`config.mk`:
```
export PLATFORM = sky130hd
export DESIGN_NAME = snd_top
export DESIGN_NICKNAME = d
export VERILOG_FILES = /design/src/snd_pkg.sv /design/src/snd_stream_if.sv /design/src/pcm_out.sv /design/src/sample_fifo.sv /design/src/snd_cen.sv /design/src/snd_top.sv /design/src/tone_gen.sv
export SDC_FILE = /design/constraint.sdc
export NUM_CORES = 1
export LEC_CHECK = 0
export ABC_AREA = 1
export BUFFER_PORTS_ARGS = -buffer_cell sky130_fd_sc_hd__buf_2
export CAP_MARGIN = 20
export CORE_MARGIN = 2
export CORE_UTILIZATION = 40
export DETAILED_ROUTE_END_ITERATION = 10
export PLACE_DENSITY = 0.68
export SYNTH_ARGS = -nofsm -noshare
export SYNTH_HDL_FRONTEND = slang
export SYNTH_HIERARCHICAL = 1
export SYNTH_SLANG_ARGS = --single-unit
```
`constraint.sdc`:
```
create_clock -name clk -period 10.36 [get_ports clk]
set_input_delay 1.554 -clock clk [delete_from_list [all_inputs] [get_ports clk]]
set_output_delay 1.554 -clock clk [all_outputs]
set_load 0.005 [all_outputs]
```
`src/snd_pkg.sv`:
```
//====================================================================
// Sound subsystem package
// Sample widths, clock enable ratios and sample FIFO sizing
//====================================================================
`default_nettype none

package snd_pkg;

    localparam int SAMPLE_W = 12;                 // Bits per audio sample
    localparam int VOL_W    = 4;                  // Volume scale, 0 to 15
    localparam int FREQ_W   = 16;                 // Phase accumulator width
    localparam int CNT_W    = 16;                 // Event counter width
    localparam int ACC_W    = 11;                 // Holds any m plus n below 2048

    typedef logic signed [SAMPLE_W-1:0] sample_t; // Signed audio sample
    typedef logic [FREQ_W-1:0]          freq_t;   // Phase step per double FM enable
    typedef logic [VOL_W-1:0]           vol_t;    // Output volume
    typedef logic [CNT_W-1:0]           cnt_t;    // Overflow and underrun counts
    typedef logic [ACC_W-1:0]           acc_t;    // Fractional enable accumulator

    // Double FM enable runs at 126/793 of the master clock
    localparam acc_t FM_N  = acc_t'(126);
    localparam acc_t FM_M  = acc_t'(793);
    localparam acc_t PCM_N = acc_t'(120);         // PCM enable at 120/1007
    localparam acc_t PCM_M = acc_t'(1007);

    localparam sample_t PEAK    = sample_t'(2047); // Square wave amplitude at full volume
    localparam cnt_t    CNT_MAX = '1;             // Counters stop here

    localparam int FIFO_DEPTH = 8;                // Stereo pairs in the buffer
    localparam int FIFO_AW    = $clog2(FIFO_DEPTH);

    typedef logic [FIFO_AW-1:0] ptr_t;            // Read and write slot index
    typedef logic [FIFO_AW:0]   level_t;          // Occupancy from 0 to FIFO_DEPTH

    localparam ptr_t   PTR_LAST  = ptr_t'(FIFO_DEPTH - 1);  // Pointers wrap after this slot
    localparam level_t FIFO_FULL = level_t'(FIFO_DEPTH);

endpackage

`default_nettype wire

```
`src/snd_stream_if.sv`:
```
//====================================================================
// Stereo sample link
// One pair moves in the cycle where stb is high and hold is low
//====================================================================
`default_nettype none

interface snd_stream_if;

    import snd_pkg::*;

    logic    stb;                                 // One cycle pair strobe from the sender
    sample_t left;                                // Left sample valid with stb
    sample_t right;                               // Right sample valid with stb
    logic    hold;                                // Receiver level that blocks the strobe

    // The sender keeps stb low while hold is high
    modport sender (
        output stb,
        output left,
        output right,
        input  hold
    );

    modport receiver (
        input  stb,
        input  left,
        input  right,
        output hold
    );

endinterface

`default_nettype wire

```
`src/pcm_out.sv`:
```
//====================================================================
// PCM output stage
// One pair per PCM enable, last pair repeated and counted on underrun
//====================================================================
`default_nettype none

module pcm_out (
    input  wire              clk,
    input  wire              rst_n,
    input  wire              pcm_cen,             // Output sample slot
    input  wire              halt,                // Stops output so the FIFO fills
    snd_stream_if.receiver   in_s,                // Pairs from the FIFO
    output logic             pcm_stb,             // One cycle after each served slot
    output snd_pkg::sample_t pcm_left,
    output snd_pkg::sample_t pcm_right,
    output snd_pkg::cnt_t    underruns            // Slots served with a repeat
);

    import snd_pkg::*;

    logic take;                                   // Slot open to the FIFO

    assign take      = pcm_cen & ~halt;
    assign in_s.hold = ~take;                     // Link opens only in a served slot

    always_ff @(posedge clk or negedge rst_n) begin
        if (!rst_n) begin
            pcm_stb   <= 1'b0;
            pcm_left  <= '0;
            pcm_right <= '0;
            underruns <= '0;
        end else begin
            pcm_stb <= take;                      // Stays low while halted
            if (in_s.stb) begin
                pcm_left  <= in_s.left;           // Fresh pair from the FIFO
                pcm_right <= in_s.right;
            end else if (take && underruns != CNT_MAX) begin
                underruns <= underruns + 1'b1;    // Output keeps the last pair
            end
        end
    end

endmodule

`default_nettype wire

```
`src/sample_fifo.sv`:
```
//====================================================================
// Stereo sample FIFO
// Holds the producer off when full and streams pairs to the output stage
//====================================================================
`default_nettype none

module sample_fifo (
    input  wire            clk,
    input  wire            rst_n,
    snd_stream_if.receiver in_s,                  // Pairs from the producer
    snd_stream_if.sender   out_s                  // Pairs to the output stage
);

    import snd_pkg::*;

    sample_t mem_l [FIFO_DEPTH];                  // Left sample storage
    sample_t mem_r [FIFO_DEPTH];                  // Right sample storage
    ptr_t    wr_ptr;                              // Next slot to write
    ptr_t    rd_ptr;                              // Head pair slot
    level_t  level;                               // Pairs stored
    logic    full;
    logic    empty;
    logic    push;                                // Pair accepted this cycle
    logic    pop;                                 // Head pair leaves this cycle

    // Step a pointer around the circular buffer
    function automatic ptr_t ptr_inc(ptr_t p);
        return (p == PTR_LAST) ? '0 : ptr_t'(p + 1'b1);
    endfunction

    assign full  = (level == FIFO_FULL);
    assign empty = (level == '0);

    assign in_s.hold = full;                      // Producer drops its pair while full
    assign push      = in_s.stb & ~full;

    // Head is offered whenever something is stored and the consumer is open
    assign out_s.stb   = ~empty & ~out_s.hold;
    assign out_s.left  = mem_l[rd_ptr];
    assign out_s.right = mem_r[rd_ptr];
    assign pop         = out_s.stb;

    always_ff @(posedge clk) begin
        if (push) begin
            mem_l[wr_ptr] <= in_s.left;           // Visible at the head one cycle later
            mem_r[wr_ptr] <= in_s.right;
        end
    end

    always_ff @(posedge clk or negedge rst_n) begin
        if (!rst_n) begin
            wr_ptr <= '0;
            rd_ptr <= '0;
            level  <= '0;
        end else begin
            if (push) begin
                wr_ptr <= ptr_inc(wr_ptr);
            end
            if (pop) begin
                rd_ptr <= ptr_inc(rd_ptr);
            end
            case ({push, pop})
                2'b10:   level <= level + 1'b1;   // Write only
                2'b01:   level <= level - 1'b1;   // Read only
                default: level <= level;          // Both or neither keep the count
            endcase
        end
    end

endmodule

`default_nettype wire

```
`src/snd_cen.sv`:
```
//====================================================================
// Sound clock enable bank
// FM, double FM and PCM enables at fixed n/m ratios of the master clock
//====================================================================
`default_nettype none

module snd_cen (
    input  wire  clk,
    input  wire  rst_n,
    output logic fm_cen,                          // Every second double FM pulse
    output logic fm2_cen,                         // Double FM rate enable
    output logic pcm_cen                          // PCM sample rate enable
);

    import snd_pkg::*;

    acc_t fm_acc;                                 // Double FM accumulator state
    acc_t pcm_acc;                                // PCM accumulator state
    acc_t fm_sum;                                 // State plus FM_N
    acc_t pcm_sum;                                // State plus PCM_N
    logic fm_half;                                // High on the double FM pulse that is also FM

    // A pulse is due once the running sum reaches m
    function automatic logic frac_due(acc_t sum, acc_t m);
        return sum >= m;
    endfunction

    // Next accumulator state with m taken out on a pulse
    function automatic acc_t frac_wrap(acc_t sum, acc_t m);
        return (sum >= m) ? acc_t'(sum - m) : sum;
    endfunction

    assign fm_sum  = fm_acc + FM_N;               // Stays below FM_M plus FM_N
    assign pcm_sum = pcm_acc + PCM_N;

    assign fm2_cen = frac_due(fm_sum, FM_M);      // Combinational in the cycle it is due
    assign fm_cen  = fm2_cen & fm_half;           // Halves the double FM rate
    assign pcm_cen = frac_due(pcm_sum, PCM_M);

    always_ff @(posedge clk or negedge rst_n) begin
        if (!rst_n) begin
            fm_acc  <= '0;                        // Gives exactly n pulses per m cycles
            pcm_acc <= '0;
            fm_half <= 1'b0;                      // First double FM pulse is not an FM pulse
        end else begin
            fm_acc  <= frac_wrap(fm_sum, FM_M);
            pcm_acc <= frac_wrap(pcm_sum, PCM_M);
            if (fm2_cen) begin
                fm_half <= ~fm_half;              // Alternates with each double FM pulse
            end
        end
    end

endmodule

`default_nettype wire

```
`src/snd_top.sv`:
```
//====================================================================
// Sound subsystem top level
// Enable bank, tone producer, sample FIFO and PCM output stage
//====================================================================
`default_nettype none

module snd_top (
    input  wire                 clk,
    input  wire                 rst_n,
    input  wire                 run,              // Producer emits pairs
    input  wire snd_pkg::freq_t freq,             // Tone phase step
    input  wire snd_pkg::vol_t  vol,              // Tone volume
    input  wire                 halt,             // Pauses the output stage
    output logic                pcm_stb,
    output snd_pkg::sample_t    pcm_left,
    output snd_pkg::sample_t    pcm_right,
    output snd_pkg::cnt_t       overflows,
    output snd_pkg::cnt_t       underruns
);

    logic fm_cen;
    logic fm2_cen;
    logic pcm_cen;

    snd_stream_if gen_link ();                    // Producer to FIFO
    snd_stream_if out_link ();                    // FIFO to output stage

    snd_cen u_cen (
        .clk     (clk),
        .rst_n   (rst_n),
        .fm_cen  (fm_cen),
        .fm2_cen (fm2_cen),
        .pcm_cen (pcm_cen)
    );

    tone_gen u_tone (
        .clk       (clk),
        .rst_n     (rst_n),
        .fm_cen    (fm_cen),
        .fm2_cen   (fm2_cen),
        .run       (run),
        .freq      (freq),
        .vol       (vol),
        .overflows (overflows),
        .out_s     (gen_link.sender)
    );

    sample_fifo u_fifo (
        .clk   (clk),
        .rst_n (rst_n),
        .in_s  (gen_link.receiver),
        .out_s (out_link.sender)
    );

    pcm_out u_pcm (
        .clk       (clk),
        .rst_n     (rst_n),
        .pcm_cen   (pcm_cen),
        .halt      (halt),
        .in_s      (out_link.receiver),
        .pcm_stb   (pcm_stb),
        .pcm_left  (pcm_left),
        .pcm_right (pcm_right),
        .underruns (underruns)
    );

endmodule

`default_nettype wire

```
`src/tone_gen.sv`:
```
//====================================================================
// Tone producer
// Sawtooth left and square right from a phase accumulator at FM rate
//====================================================================
`default_nettype none

module tone_gen (
    input  wire                 clk,
    input  wire                 rst_n,
    input  wire                 fm_cen,           // Pair slot, always with fm2_cen
    input  wire                 fm2_cen,          // Phase step
    input  wire                 run,              // Emits pairs while high
    input  wire snd_pkg::freq_t freq,             // Phase step size
    input  wire snd_pkg::vol_t  vol,              // Output volume
    output snd_pkg::cnt_t       overflows,        // Pairs dropped on a full FIFO
    snd_stream_if.sender        out_s             // Pairs towards the FIFO
);

    import snd_pkg::*;

    localparam int MIX_W = SAMPLE_W + VOL_W + 1;  // Signed sample times signed volume

    freq_t                   phase;               // Current phase
    freq_t                   phase_nxt;           // Phase after this double FM step
    logic                    emit;                // Pair slot with the tone running
    logic                    drop;                // Pair slot blocked by the FIFO
    logic signed [VOL_W:0]   gain;                // Volume with a zero sign bit
    sample_t                 saw_level;           // Top phase bits read as signed
    sample_t                 sq_level;            // Plus or minus the peak
    logic signed [MIX_W-1:0] saw_prod;            // Scaled sawtooth before the shift
    logic signed [MIX_W-1:0] sq_prod;             // Scaled square before the shift

    assign phase_nxt = phase + freq;              // Wraps modulo 2**FREQ_W
    assign emit      = fm_cen & run;
    assign drop      = emit & out_s.hold;

    assign gain      = $signed({1'b0, vol});
    assign saw_level = phase_nxt[FREQ_W-1 -: SAMPLE_W];

    // Square is high for the first half of each period
    assign sq_level  = phase_nxt[FREQ_W-1] ? -PEAK : PEAK;

    assign saw_prod  = saw_level * gain;          // At most 15 times the sample range
    assign sq_prod   = sq_level * gain;

    // Pair is computed from the phase this FM step is writing
    assign out_s.stb   = emit & ~out_s.hold;     // Never strobes into a held link
    assign out_s.left  = sample_t'(saw_prod >>> VOL_W);
    assign out_s.right = sample_t'(sq_prod >>> VOL_W);

    always_ff @(posedge clk or negedge rst_n) begin
        if (!rst_n) begin
            phase <= '0;
        end else if (fm2_cen) begin
            phase <= phase_nxt;                   // Advances with or without run
        end
    end

    always_ff @(posedge clk or negedge rst_n) begin
        if (!rst_n) begin
            overflows <= '0;
        end else if (drop && overflows != CNT_MAX) begin
            overflows <= overflows + 1'b1;        // Saturates at CNT_MAX
        end
    end

endmodule

`default_nettype wire

```
## Word-level counts from Yosys, hierarchy flattened

Memory sizes are Yosys's and may differ from the RTL's. A register that Yosys moved wholly into a read port is not among the register bits.
Index checks and enable logic that the tools add are counted.

- Output and inout port bits: 57
- Flip-flop bits (word level): 82
- Logic and storage cells: 61
- RAM bits: 192
- Memories kept: 2

- Eq/ne operators: 7
- Multiplexer cells: 8
- Multiply operators: 2
- Magnitude comparators: 2
- Reductions and logical operators: 7
- Bitwise logic cells: 12
- Add/subtract/negate cells: 11

Memories:

| memory | depth | bits a word | rd ports | clocked after memory_dff | write ports | RTL line | source |
|---|---|---|---|---|---|---|---|
| u_fifo.mem_l | 8 | 12 | 1 | 1 | 1 | sample_fifo.sv:16 | `sample_t mem_l [FIFO_DEPTH];` |
| u_fifo.mem_r | 8 | 12 | 1 | 1 | 1 | sample_fifo.sv:17 | `sample_t mem_r [FIFO_DEPTH];` |

Operators by type and width:

| operator | count |
|---|---|
| $add 16x1->16 const B | 2 |
| $mul 12x5->16 | 2 |
| $ne 16x16->1 const B | 2 |
| $add 11x7->11 const B | 2 |
| $ge 11x10->1 const B | 2 |
| $mux 11 | 2 |
| $sub 11x10->11 const B | 2 |
| $add 16x16->16 | 1 |
| $mux 12 | 1 |
| $pmux 4 s2 | 1 |
| $and 1x1->1 | 7 |
| $add 3x1->3 const B | 2 |
| $eq 3x3->1 const B | 2 |
| $mux 3 | 2 |
| $not 1->1 | 5 |
| $add 4x1->4 const B | 1 |
| $eq 4x4->1 const B | 1 |
| $logic_not 4->1 | 1 |
| $sub 4x1->4 const B | 1 |
| $eq 2x1->1 const B | 1 |
| $eq 2x2->1 const B | 1 |
| $logic_and 1x1->1 | 2 |
| $logic_not 1->1 | 2 |
| $mux 1 | 2 |
| 2 further kinds | 2 |

## Longest topological paths before layout

- Word-level depth: 8
- Gate-level depth with buffers: 32
- Gate-level depth less buffers: 31

## By module

Netlist, hierarchy kept.

Modules (own cells, without submodules):

| module | seq. area each (µm²) | instances | area an instance (µm²) | cells an instance |
|---|---|---|---|---|
| sample_fifo | 6,015.8 | 1 | 8,942.3 | 919 |
| tone_gen | 800.8 | 1 | 4,894.7 | 659 |
| pcm_out | 1,026.0 | 1 | 1,940.6 | 255 |
| snd_cen | 575.6 | 1 | 1,856.8 | 272 |

## Worst setup path before layout

No wires, ideal clock.

- Path kind: input to register
- Start point: input port freq[0]
- End point: memory u_fifo/mem_l[0][10] in the netlist's numbering, data pin
- Stages: 25
- Slack: 4.496 ns
- Arrival time: 5.581 ns
- Required time: 10.076 ns
- Setup time: 0.284 ns
- Cell sequence: ha_1 > inv_1 > fa_1 > inv_1 > nand3_1 > nand2_1 > a21oi_2 > o21ai_2 > a21boi_2 > o21ai_0 > or2_2 > nand2_1 > nor2_1 > ha_1 > fa_1 > inv_1 > fa_1 > inv_1 > ha_1 > a21oi_1 > o21bai_1 > a221oi_1 > nand2_1 > nand2_1 > nand2_1

- Cells in the longest elaborated chain, start to end: 2

Ends and longest elaborated chain:

| element | RTL line | source |
|---|---|---|
| start: declaration | snd_top.sv:11 | `input wire snd_pkg::freq_t freq,` |
| $add 16x16->16 | tone_gen.sv:33 | `assign phase_nxt = phase + freq;` |
| $mul 12x5->16 | tone_gen.sv:43 | `assign saw_prod = saw_level * gain;` |
| net gen_link.left[10] | snd_stream_if.sv:12 | `sample_t left;` |
| end: declaration | sample_fifo.sv:16 |  |

The timed path passes the listed nets, and every way through them passes these cells.

## Worst setup path in the final report

- Start point: input port freq[0]
- End point: memory u_fifo/mem_l[4][7] in the netlist's numbering, data pin

Same word-level chain as after synthesis.

==> results.cfg <==
[status]
outcome = complete, no violations

[clocking]
clock_path_buffers = 3
post_cts_buffers = 0
insertion_delay_ps = 550
root_buffer = clkbuf_16
htreeDepth = 2
cts_tree = built
clock-sinks = 298
ctsResizeCount = 0
ctsHoldBuffers = 0
cts.clk_slew.worst_paths_ps = 60
cts_buffers = 35

[drt]
wl_per_cell_um = 13.8
ant_nets = 0
drt_first_pass_iters = 8
viasPerCell = 4.73
dr_total_vias = 13200
drt_iter0_drc = 705
drc = 0
wl_mm = 38.5

[sta]
fmax_mhz = 169
setup_viol = 0
max_slew_margin_pct = 30.8
post-route-period-util_pct = 57.1
grt_setup_unrepaired = no
hold_violations = 0
worst_slew_pin_slew_ps = 1040
finalMaxSlewViolations = 0
tns_ps = 0
fin_skew_ps = 23.3
finalCriticalPeriod_ps = 5920

[floorplan]
die_h_um = 214
die_area_mm2 = 0.0458
fp-row-count = 76
core_mm2 = 0.0433
io_pins = 81
die_x_um = 214
start_util_pct = 40.8

[synthesis]
yosysTopAreaCellShare_pct = 32.7
ys_seq_area_share_pct = 47.7
yosys_warnings = 6
synthMostInstantiatedCell = nand2_1
yosys.area.top_type = edfxtp_1
synth_cell_type_count = 57
synthTopCellsByArea = edfxtp_1, dfrtp_1, nand2_1, inv_1, nor2_1
netlist_area_mm2 = 0.0176
synth.avg_cell_area_um2 = 8.38
synthTopCellsByCount = nand2_1, inv_1, nor2_1, edfxtp_1, dfrtp_1
synth_nets = 2239
synthFlopType = edfxtp_1
async_flop_share_pct = 35.6
synth_cells = 2105
synth_seq_cells = 298
synth_enable_flop_cells = 192

[global_routing]
grt_max_degree = 119
grt_use_total_pct = 17.1
grt_pass1_wl_mm = 64.3
grt-ovfl-total = 0
antenna_found_initial = 0
first_global_vias = 12900

[critical_path]
critPathLaunchType = input port
slowest_stage = fa_1
path_class = in2reg
reg2reg_slack_ps = 5150
cp_max_fo = 8
required_ps = 10620
worstPathArrival_ps = 6180
path_delay_family = adder cells
crit_buf_inv = 3
slowest_delay_ps = 510
cp-end-kind = flop
path_cells = buf_2 -> ha_1 -> inv_1 -> fa_1 -> inv_1 -> nand3_1 -> nand2_1 -> a21oi_2 -> o21ai_2 -> a21boi_2 -> o21ai_0 -> or2_2 -> nand2_1 -> nor2_1 -> ha_1 -> fa_1 -> fa_1 -> ha_1 -> a21oi_1 -> o21ai_0 -> a21oi_1 -> nand2_1 -> xor2_1

[final_layout]
nFillCells = 4077
drive_above_1_share_pct = 10.8
nets = 2312
area_growth_pct = 12.1
diodes = 0

[min_path]
hp-class = reg2reg

[job]
cap_viol_max_count = 0

[placed_design]
place.gp.congestion = 0.873
port_buffers = 80
dp_hpwl_mm = 25.7
==> worst paths after layout <==
path                                         start  depth (start not counted)                 end
min in group asynchronous                    rst_n                          1     u_cen/fm_acc[9]
worst max-delay path                       freq[0]                         23  u_fifo/mem_l[4][7]
worst min register to register  u_pcm/pcm_right[8]                          2  u_pcm/pcm_right[8]
worst max register to register     u_tone/phase[0]                         22  u_fifo/mem_l[4][7]
max in group asynchronous                    rst_n                          2    u_fifo/rd_ptr[0]
worst min-delay path            u_pcm/pcm_right[8]                          2  u_pcm/pcm_right[8]
==> tightest hold or removal path, cell delays in order, from the launching register on <==
cell	delay, ps
dfrtp_1	330
nand2_1	60
nand2_1	50
==> metrics by stage <==
step                      hold WS [ps]  setup WS, ps  cells  cell area [um2]  utilization, %
after global placement             457          4070   2723            18500            42.8
after global routing               495          4090   2789            19800            45.7
after CTS                          468          4520   2788            19700            45.6
final                              465          4440   2789            19800            45.7
after detailed placement           454          3940   2725            18600            43.0
after floorplan                    446          4500   2105            17600               -
==> routing by layer <==
| metal | up-vias | track usage [%] | part of all wire (%) |
|---|---|---|---|
| li1 | 6712 | - | - |
| met1 | 6111 | 22.3 | 45 |
| met2 | 307 | 28.9 | 47 |
| met3 | 65 | 3.25 | 5.6 |
| met4 | 0 | 4.85 | 1.9 |
| met5 | - | 0 | 0 |
==> placed cells by master (no fill, tap or decap), types with 14 or more instances in the layout <==
master,n
inv_1,290
ha_1,78
buf_2,79
xor2_1,39
nand4_1,17
a21oi_1,35
nand2_2,23
o21ai_0,38
fa_1,32
edfxtp_1,192
nor2_1,285
nand2_1,700
dfrtp_1,105
clkbuf_16,35
nor3_1,17
buf_4,14
xnor2_1,21
nand3_1,71
==> cells by family after synthesis <==
group | after synthesis | share of synthesized area (%)
buf+inv | 358 | 8.52
xor+xnor | 62 | 3.16
other cells | 1 | 0.0213
flops | 298 | 47.7
fa+ha+maj | 110 | 9.17
simple gates | 1174 | 28.1
compound gates | 102 | 3.33
==> area by class of cell <==
class | instances | area, um2 | share of cell area [%]
Sequential cell | 298 | 8420 | 42.6
Clock buffer | 48 | 955 | 4.83
Multi-Input combinational cell | 1449 | 7750 | 39.2
Tap cell | 585 | 732 | 3.70
Inverter | 298 | 1120 | 5.67
Timing Repair Buffer | 96 | 583 | 2.95
Clock inverter | 15 | 194 | 0.981
==> state kept, by name, indices dropped and copies added, names as in the netlist, 3 cells and up <==
register          flops
u_tone/overflows     16
u_tone/phase         16
u_cen/fm_acc         11
u_fifo/level          4
u_pcm/underruns      16
u_pcm/pcm_right      12
u_fifo/wr_ptr         3
u_fifo/mem_r         96
u_fifo/rd_ptr         3
u_pcm/pcm_left       12
u_cen/pcm_acc        11
u_fifo/mem_l         96
Power is left out: the tool's default activity adds up to more than one toggle a clock period on the data nets, which glitch-free logic cannot reach.
